===== src/include/accel_cfg_consts.svh =====
`ifndef ACCEL_CFG_CONSTS_SVH
`define ACCEL_CFG_CONSTS_SVH

// Configuration registers per region
`define CFG_N_CON 3
`define CFG_N_ACT 4
`define CFG_N_WEI 3
`define CFG_N_OUT 4

`define CFG_N_REGS (`CFG_N_CON + `CFG_N_ACT + `CFG_N_WEI + `CFG_N_OUT)
// Two interrupt enables follow the region registers
`define CFG_N_WRITES (`CFG_N_REGS + 2)

// Region base byte offsets
`define CFG_BASE_CON 'h010
`define CFG_BASE_ACT 'h100
`define CFG_BASE_WEI 'h200
`define CFG_BASE_OUT 'h300

`define CFG_OFF_CONTROL 'h000
`define CFG_OFF_INT_EN 'h004
`define CFG_OFF_INT_STATUS 'h00C

`define CFG_ADDR_W 13

// Argument block layout
`define ARG_N_WORDS 15
`define ARG_IDX_MODE 0
`define ARG_IDX_CFG 1
`define CFG_IDX_W 5

`endif


===== src/hdl/accel_cfg_pkg.sv =====
package accel_cfg_pkg;

    typedef enum logic [2:0] {
        MAIN_FSM,
        LFMAP_FEEDER,
        WEIGHT_FEEDER,
        PS_MANAGER,
        INTERRUPTS
    } cfg_region_e;

    // Mode word from the host argument block
    typedef struct packed {
        logic [8:0]  rsvd_hi;
        logic        skip_compute;
        logic        keep_c;
        logic        keep_b;
        logic        keep_a;
        logic [18:0] rsvd_lo;
    } mode_word_t;

    // Control register command word
    typedef struct packed {
        logic [11:0] zero_hi;
        logic        keep_c;
        logic        keep_b;
        logic        keep_a;
        logic        buf_swap;
        logic [13:0] zero_mid;
        logic        enable;
        logic        start;
    } start_cmd_t;

    typedef union packed {
        logic [31:0] raw;
        start_cmd_t  cmd;
    } wdata_u;

    typedef struct packed {
        logic        awvalid;
        logic [31:0] awaddr;
        logic        wvalid;
        logic [31:0] wdata;
        logic [3:0]  wstrb;
        logic        bready;
    } axil_wr_req_t;

    typedef struct packed {
        logic awready;
        logic wready;
        logic bvalid;
    } axil_wr_rsp_t;

endpackage


===== src/hdl/cfg_arg_latch.sv =====
`timescale 1ns/1ns

`include "accel_cfg_consts.svh"

module cfg_arg_latch import accel_cfg_pkg::*; (
    input  logic                               clk,
    input  logic                               rst,
    input  logic                               latch,
    input  logic [`ARG_N_WORDS-1:0][31:0]      arg_words,
    input  logic [`CFG_IDX_W-1:0]              cfg_idx,
    output mode_word_t                         mode,
    output logic [31:0]                        cfg_word
);

    logic [`CFG_N_REGS-1:0][31:0] cfg_regs;

    // Mode word steers the sequencer, so it starts from a known value
    always_ff @(posedge clk) begin
        if (rst) begin
            mode <= '0;
        end else if (latch) begin
            mode <= mode_word_t'(arg_words[`ARG_IDX_MODE]);
        end
    end

    always_ff @(posedge clk) begin
        if (latch) begin
            for (int i = 0; i < `CFG_N_REGS; i++) begin
                cfg_regs[i] <= arg_words[`ARG_IDX_CFG + i];
            end
        end
    end

    // Indexes past the region registers are the interrupt enables
    always_comb begin
        if (cfg_idx < `CFG_IDX_W'(`CFG_N_REGS)) begin
            cfg_word = cfg_regs[cfg_idx];
        end else begin
            cfg_word = 32'h1;
        end
    end

endmodule


===== src/hdl/cfg_addr_walker.sv =====
`timescale 1ns/1ns

`include "accel_cfg_consts.svh"

module cfg_addr_walker import accel_cfg_pkg::*; (
    input  logic                    clk,
    input  logic                    rst,
    input  logic                    burst_load,
    input  logic                    wr_accept,
    output logic [`CFG_ADDR_W-1:0]  cfg_addr,
    output logic [`CFG_IDX_W-1:0]   cfg_idx,
    output cfg_region_e             cfg_region,
    output logic                    burst_last
);

    logic       active;
    // Writes left in the current region, minus one
    logic [2:0] rem;

    assign burst_last = active && (cfg_region == INTERRUPTS) && (rem == 3'd0);

    always_ff @(posedge clk) begin
        if (rst) begin
            active     <= 1'b0;
            cfg_addr   <= '0;
            cfg_idx    <= '0;
            cfg_region <= MAIN_FSM;
            rem        <= '0;
        end else if (burst_load) begin
            active     <= 1'b1;
            cfg_addr   <= `CFG_ADDR_W'(`CFG_BASE_CON);
            cfg_idx    <= '0;
            cfg_region <= MAIN_FSM;
            rem        <= 3'(`CFG_N_CON - 1);
        end else if (active && wr_accept) begin
            cfg_idx <= cfg_idx + 1'b1;
            if (rem != 3'd0) begin
                cfg_addr <= cfg_addr + `CFG_ADDR_W'(4);
                rem      <= rem - 3'd1;
            end else begin
                // Jump to the next region base
                case (cfg_region)
                    MAIN_FSM: begin
                        cfg_addr   <= `CFG_ADDR_W'(`CFG_BASE_ACT);
                        cfg_region <= LFMAP_FEEDER;
                        rem        <= 3'(`CFG_N_ACT - 1);
                    end
                    LFMAP_FEEDER: begin
                        cfg_addr   <= `CFG_ADDR_W'(`CFG_BASE_WEI);
                        cfg_region <= WEIGHT_FEEDER;
                        rem        <= 3'(`CFG_N_WEI - 1);
                    end
                    WEIGHT_FEEDER: begin
                        cfg_addr   <= `CFG_ADDR_W'(`CFG_BASE_OUT);
                        cfg_region <= PS_MANAGER;
                        rem        <= 3'(`CFG_N_OUT - 1);
                    end
                    PS_MANAGER: begin
                        cfg_addr   <= `CFG_ADDR_W'(`CFG_OFF_INT_EN);
                        cfg_region <= INTERRUPTS;
                        rem        <= 3'd1;
                    end
                    default: begin
                        active <= 1'b0;
                    end
                endcase
            end
        end
    end

endmodule


===== src/hdl/axil_write_port.sv =====
`timescale 1ns/1ns

`include "accel_cfg_consts.svh"

module axil_write_port import accel_cfg_pkg::*; (
    input  logic                    clk,
    input  logic                    rst,
    input  logic                    wr_req,
    input  logic [`CFG_ADDR_W-1:0]  wr_addr,
    input  wdata_u                  wr_data,
    input  axil_wr_rsp_t            rsp,
    input  logic                    bready,
    output axil_wr_req_t            axil_req,
    output logic                    wr_accept
);

    logic aw_done;
    logic w_done;
    logic aw_hs;
    logic w_hs;

    // Each channel drops its valid once its own handshake is done
    assign axil_req.awvalid = wr_req && !aw_done;
    assign axil_req.wvalid  = wr_req && !w_done;
    assign axil_req.awaddr  = {{(32 - `CFG_ADDR_W){1'b0}}, wr_addr};
    assign axil_req.wdata   = wr_data.raw;
    assign axil_req.wstrb   = 4'hF;
    assign axil_req.bready  = bready;

    assign aw_hs = axil_req.awvalid && rsp.awready;
    assign w_hs  = axil_req.wvalid && rsp.wready;

    // Pair is complete when both phases are done, now or earlier
    assign wr_accept = wr_req && (aw_done || aw_hs) && (w_done || w_hs);

    always_ff @(posedge clk) begin
        if (rst) begin
            aw_done <= 1'b0;
            w_done  <= 1'b0;
        end else if (wr_accept) begin
            aw_done <= 1'b0;
            w_done  <= 1'b0;
        end else begin
            if (aw_hs) begin
                aw_done <= 1'b1;
            end
            if (w_hs) begin
                w_done <= 1'b1;
            end
        end
    end

endmodule


===== src/hdl/wresp_tracker.sv =====
`timescale 1ns/1ns

`include "accel_cfg_consts.svh"

module wresp_tracker (
    input  logic clk,
    input  logic rst,
    input  logic burst_load,
    input  logic single_wait,
    input  logic bvalid,
    output logic bready,
    output logic burst_resp_done
);

    logic                  counting;
    logic [`CFG_IDX_W-1:0] resp_cnt;

    assign bready = counting || single_wait;

    always_ff @(posedge clk) begin
        if (rst) begin
            counting        <= 1'b0;
            resp_cnt        <= '0;
            burst_resp_done <= 1'b0;
        end else if (burst_load) begin
            counting        <= 1'b1;
            resp_cnt        <= '0;
            burst_resp_done <= 1'b0;
        end else if (counting && bvalid) begin
            resp_cnt <= resp_cnt + 1'b1;
            // Last response of the burst
            if (resp_cnt == `CFG_IDX_W'(`CFG_N_WRITES - 1)) begin
                counting        <= 1'b0;
                burst_resp_done <= 1'b1;
            end
        end
    end

endmodule


===== src/hdl/cfg_sequencer.sv =====
`timescale 1ns/1ns

`include "accel_cfg_consts.svh"

module cfg_sequencer import accel_cfg_pkg::*; (
    input  logic                    clk,
    input  logic                    rst,
    input  logic                    fsm_start,
    input  logic                    sauria_irq,
    input  mode_word_t              mode,
    input  logic [`CFG_ADDR_W-1:0]  cfg_addr,
    input  logic [31:0]             cfg_word,
    input  logic                    burst_last,
    input  logic                    wr_accept,
    input  logic                    burst_resp_done,
    output logic                    latch,
    output logic                    burst_load,
    output logic                    wr_req,
    output logic [`CFG_ADDR_W-1:0]  wr_addr,
    output wdata_u                  wr_data,
    output logic                    single_wait,
    input  logic                    bvalid,
    output logic                    fsm_done,
    output logic                    fwd_irq
);

    typedef enum logic [3:0] {
        IDLE,
        READ_ARGS,
        SEND_CFG,
        SYNC_WRESP,
        SEND_START,
        WAIT_START_WRESP,
        WAIT_ACC_FINISH,
        SEND_CLR_INTR,
        WAIT_CLR_WRESP,
        FINISH
    } state_e;

    state_e     state;
    start_cmd_t start_cmd;

    assign latch       = (state == READ_ARGS);
    assign burst_load  = (state == READ_ARGS);
    assign wr_req      = (state == SEND_CFG) || (state == SEND_START) ||
                         (state == SEND_CLR_INTR);
    assign single_wait = (state == WAIT_START_WRESP) || (state == WAIT_CLR_WRESP);
    assign fsm_done    = (state == FINISH);
    assign fwd_irq     = (state == IDLE) && sauria_irq;

    // Stand-alone start command
    always_comb begin
        start_cmd          = '0;
        start_cmd.start    = !mode.skip_compute;
        start_cmd.enable   = 1'b1;
        start_cmd.buf_swap = 1'b1;
        start_cmd.keep_a   = mode.keep_a;
        start_cmd.keep_b   = mode.keep_b;
        start_cmd.keep_c   = mode.keep_c;
    end

    always_comb begin
        wr_addr     = cfg_addr;
        wr_data.raw = cfg_word;
        case (state)
            SEND_START: begin
                wr_addr     = `CFG_ADDR_W'(`CFG_OFF_CONTROL);
                wr_data.cmd = start_cmd;
            end
            SEND_CLR_INTR: begin
                wr_addr     = `CFG_ADDR_W'(`CFG_OFF_INT_STATUS);
                wr_data.raw = 32'h1;
            end
            default: begin
            end
        endcase
    end

    always_ff @(posedge clk) begin
        if (rst) begin
            state <= IDLE;
        end else begin
            case (state)
                IDLE: if (fsm_start) state <= READ_ARGS;
                READ_ARGS: state <= SEND_CFG;
                SEND_CFG: if (wr_accept && burst_last) state <= SYNC_WRESP;
                // Control write waits for the whole burst to be acknowledged
                SYNC_WRESP: if (burst_resp_done) state <= SEND_START;
                SEND_START: if (wr_accept) state <= WAIT_START_WRESP;
                WAIT_START_WRESP: begin
                    if (bvalid) begin
                        state <= start_cmd.start ? WAIT_ACC_FINISH : FINISH;
                    end
                end
                WAIT_ACC_FINISH: if (sauria_irq) state <= SEND_CLR_INTR;
                SEND_CLR_INTR: if (wr_accept) state <= WAIT_CLR_WRESP;
                WAIT_CLR_WRESP: if (bvalid) state <= FINISH;
                default: state <= IDLE;
            endcase
        end
    end

endmodule


===== src/hdl/accel_cfg_ctrl.sv =====
`timescale 1ns/1ns

`include "accel_cfg_consts.svh"

module accel_cfg_ctrl import accel_cfg_pkg::*; (
    input  logic                           clk,
    input  logic                           rst,
    input  logic                           fsm_start,
    input  logic [`ARG_N_WORDS-1:0][31:0]  arg_words,
    input  logic                           sauria_irq,
    input  axil_wr_rsp_t                   axil_rsp,
    output axil_wr_req_t                   axil_req,
    output logic                           fsm_done,
    output logic                           fwd_irq
);

    logic                   latch;
    logic                   burst_load;
    mode_word_t             mode;
    logic [31:0]            cfg_word;
    logic [`CFG_ADDR_W-1:0] cfg_addr;
    logic [`CFG_IDX_W-1:0]  cfg_idx;
    cfg_region_e            cfg_region;
    logic                   burst_last;
    logic                   wr_req;
    logic [`CFG_ADDR_W-1:0] wr_addr;
    wdata_u                 wr_data;
    logic                   wr_accept;
    logic                   single_wait;
    logic                   bready;
    logic                   burst_resp_done;

    cfg_arg_latch u_arg_latch (
        .clk(clk), .rst(rst), .latch(latch), .arg_words(arg_words),
        .cfg_idx(cfg_idx), .mode(mode), .cfg_word(cfg_word)
    );

    cfg_addr_walker u_addr_walker (
        .clk(clk), .rst(rst), .burst_load(burst_load), .wr_accept(wr_accept),
        .cfg_addr(cfg_addr), .cfg_idx(cfg_idx), .cfg_region(cfg_region),
        .burst_last(burst_last)
    );

    axil_write_port u_write_port (
        .clk(clk), .rst(rst), .wr_req(wr_req), .wr_addr(wr_addr), .wr_data(wr_data),
        .rsp(axil_rsp), .bready(bready), .axil_req(axil_req), .wr_accept(wr_accept)
    );

    wresp_tracker u_wresp_tracker (
        .clk(clk), .rst(rst), .burst_load(burst_load), .single_wait(single_wait),
        .bvalid(axil_rsp.bvalid), .bready(bready), .burst_resp_done(burst_resp_done)
    );

    cfg_sequencer u_sequencer (
        .clk(clk), .rst(rst), .fsm_start(fsm_start), .sauria_irq(sauria_irq),
        .mode(mode), .cfg_addr(cfg_addr), .cfg_word(cfg_word), .burst_last(burst_last),
        .wr_accept(wr_accept), .burst_resp_done(burst_resp_done), .latch(latch),
        .burst_load(burst_load), .wr_req(wr_req), .wr_addr(wr_addr), .wr_data(wr_data),
        .single_wait(single_wait), .bvalid(axil_rsp.bvalid), .fsm_done(fsm_done),
        .fwd_irq(fwd_irq)
    );

endmodule


===== config.mk =====
export PLATFORM = sky130hd
export DESIGN_NAME = accel_cfg_ctrl
export DESIGN_NICKNAME = d
export VERILOG_FILES = /design/src/hdl/accel_cfg_pkg.sv /design/src/hdl/cfg_arg_latch.sv /design/src/hdl/cfg_addr_walker.sv /design/src/hdl/axil_write_port.sv /design/src/hdl/wresp_tracker.sv /design/src/hdl/cfg_sequencer.sv /design/src/hdl/accel_cfg_ctrl.sv
export VERILOG_INCLUDE_DIRS = /design/src /design/src/include
export SDC_FILE = /design/constraint.sdc
export NUM_CORES = 1
export LEC_CHECK = 0
export ABC_AREA = 0
export CAP_MARGIN = 20
export CORE_MARGIN = 8
export CORE_UTILIZATION = 30
export DETAILED_ROUTE_END_ITERATION = 6
export DONT_BUFFER_PORTS = 1
export MAX_ROUTING_LAYER = met4
export PLACE_DENSITY_LB_ADDON = 0.08
export SYNTH_ARGS = -nofsm -noshare
export SYNTH_HDL_FRONTEND = slang
export SYNTH_SLANG_ARGS = --single-unit

===== constraint.sdc =====
create_clock -name clk -period 11.1 [get_ports clk]
set_clock_uncertainty 0.1 [all_clocks]
set_input_delay 2.775 -clock clk [delete_from_list [all_inputs] [get_ports clk]]
set_output_delay 2.775 -clock clk [all_outputs]
set_load 0.005 [all_outputs]

==> impl_metrics.tcl <==
set metrics [dict create \
    die_w_um 272 \
    routedWlPerCell_um 27.8 \
    ant_nets 0 \
    hp-class "reg -> reg" \
    status "finished clean" \
    dr.pass1.iters 4 \
    start_util 0.301 \
    clock-sinks 490 \
    synth.ff_latch_count 490 \
    synth-warning-count 0 \
    grt_max_degree 171 \
    slew_violations 0 \
    cts_resized 0 \
    h-tree-depth 2 \
    arrival_ps 3630 \
    min_period_over_period 0.586 \
    num_io_pins 560 \
    crit_slowest_cell "dfxtp_4" \
    synth_ff_type "edfxtp_1" \
    cp_cell_sequence "buf_4, buf_4, mux4_2, nand2_1, nand3b_1, a21oi_1, a21oi_1" \
    path_class "reg -> out" \
    synth_top_family_by_area "multiplexers" \
    synthesis.instances 1128 \
    clk_pin_slew_ps 60 \
    synth-simple-area-share 0.0484 \
    pwr-share-seq 0.522 \
    vias_per_cell 4.73 \
    synth_xor_area_frac 0.00796 \
    postCtsSetupRepairBufs 0 \
    p_leak_uw 0.00696 \
    layout_common_cells "edfxtp_1 (448), mux4_2 (96), nor2_1 (87), mux2i_1 (59), a21oi_1 (59)" \
    cts-root-buf "clkbuf_16" \
    final_common_cell "edfxtp_1" \
    synth-compound-area-share 0.0399 \
    synth_area_um2 19600 \
    antenna_found_initial 36 \
    async_flop_share 0 \
    ctsHoldBuffers 0 \
    synth_edf_count 448 \
    cp_data_required_time_ps 8230 \
    vias 9762 \
    p_per_area_nw_per_um2 254 \
    crit_path_start_kind "register" \
    area_delta_synth_final_pct 13.3 \
    synthMuxAreaShare 0.140 \
    worst_slew_pin_slew_ps 988 \
    max_cap_viol_count 0 \
    yosysUniqueCellTypes 56 \
    power.switching_uw 1550 \
    grt_usage 0.154 \
    cts_made_buffers 56 \
    grt_setup_unrepaired "no" \
    critical_path_peak_fanout 33 \
    drive_gt1_frac 0.169 \
    coreArea_um2 65300 \
    yosysSeqAreaShare 0.728 \
    internal_power_uw 4110 \
    critPathMaxStageDelay_ps 720 \
    end_kind "output port" \
    drc 0 \
    grt_pass1_wl_um 80400 \
    clk_path_buf_depth 3 \
    final_core_util 0.341 \
    slew_headroom 0.341 \
    grt_pass1_vias 10400 \
    synth_fa_ha_area_frac 0.00382 \
    tns_ps 0 \
    die-area_um2 73900 \
    dp_hpwl_um 41300 \
    combPwrFrac 0.166 \
    final-hold-violation-count 0 \
    syn_avg_cell_area_um2 17.4 \
    row_count 94 \
    overflow 0 \
    period_needed_ps 6510 \
    drtIter0Drc 650 \
    port_buffers 0 \
    fmax_mhz 154 \
    fp.dieH_um 272 \
    p_clk_frac 0.312 \
    nets 1622 \
    wl_um 57400 \
    gp_congestion 0.753 \
    swShare 0.274 \
    cts_tree "built" \
    peakVddDrop_mv 0.212 \
    setup-violations-final 0 \
    clk-insertion-delay-late_ps 600 \
]
## critical path, delay by kind of cell, from the launching register on
family | cells | cell delay [ps]
AO/OA/AOI/OAI | 2 | 270
buffers and inverters | 2 | 1150
flip-flops | 1 | 720
multiplexers | 1 | 560
AND/OR/NAND/NOR | 2 | 290
## kinds of logic (layout without fill, tap and decap cells)
| logic type | count (synthesis) | in the layout |
|---|---|---|
| simple gates | 201 | 201 |
| flops | 490 | 490 |
| mux | 155 | 155 |
| xor+xnor | 17 | 17 |
| other cells | 2 | 53 |
| fa+ha+maj | 6 | 6 |
| buf+inv | 125 | 147 |
| compound gates | 132 | 132 |
## path summary, 6_finish.rpt
kind	startpoint	endpoint	slack (ps)	cells after the start
min	u_addr_walker.cfg_addr[0]	u_addr_walker.cfg_addr[0]	340	2
min reg2reg	u_addr_walker.cfg_addr[0]	u_addr_walker.cfg_addr[0]	340	2
max reg2reg	u_sequencer.state[0]	u_arg_latch.cfg_regs[72]	6880	6
max	u_addr_walker.cfg_idx[0]	axil_req[5]	4590	7
## sequential cells by signal (all words and copies together) (netlist names), 3 cells and up
| name | cells |
|---|---|
| u_sequencer.state | 4 |
| u_arg_latch.mode | 4 |
| u_addr_walker.rem | 3 |
| u_arg_latch.cfg_regs | 448 |
| u_addr_walker.cfg_idx | 5 |
| u_addr_walker.cfg_addr | 13 |
| u_addr_walker.cfg_region | 3 |
| u_wresp_tracker.resp_cnt | 5 |
## synth_stat cells, types with 10 or more instances
master / count / area (um^2)
a21oi_1: 59 / 295
buf_4: 31 / 233
nand2_1: 47 / 176
mux4_2: 96 / 2160
clkbuf_1: 23 / 86.3
buf_1: 13 / 48.8
inv_1: 36 / 135
mux2i_1: 59 / 591
nand4_1: 10 / 62.6
dfxtp_1: 42 / 841
xor2_1: 10 / 87.6
o22ai_1: 28 / 175
buf_2: 20 / 100
o21ai_0: 20 / 100
edfxtp_1: 448 / 13500
nor2_1: 87 / 327
## stage by stage
step                      hold slack, ps  instances  cell area [um^2]  setup WS (ps)  total power [uW]
after detailed placement             338       1934             20400           5050              3950
after floorplan                      316       1149             19700            625              3940
after CTS                            344       2034             22200           4380              5740
after global placement               328       1934             20400           5050              3930
final                                341       2065             22300           4590              5660
after global routing                 366       2065             22300           4220              5940
## layer usage
metal / wire length (um) / GRT usage
met5: 0 / -
met4: 1210 / 0.0447
met3: 4500 / 0.0536
met2: 29900 / 0.261
met1: 21700 / 0.172
## power groups by stage
stage                     Sequential [uW]  Clock, uW  Combinational [uW]
after floorplan                      3240          0                 702
after global placement               2980          0                 942
after detailed placement             3000          0                 950
after CTS                            2970       1830                 949
after global routing                 3010       1890                1040
final                                2960       1760                 940
## area by class of cell
class,count,area (um^2)
antenna,30,75.1
sequential,490,14300
inverter,36,143
tap,864,1080
clock inverter,29,251
multi-input combinational,534,4810
clock buffer,71,1480
fill,6243,43000
timing repair buffer,11,115
Note: power is estimated with default switching activity, not from simulation.
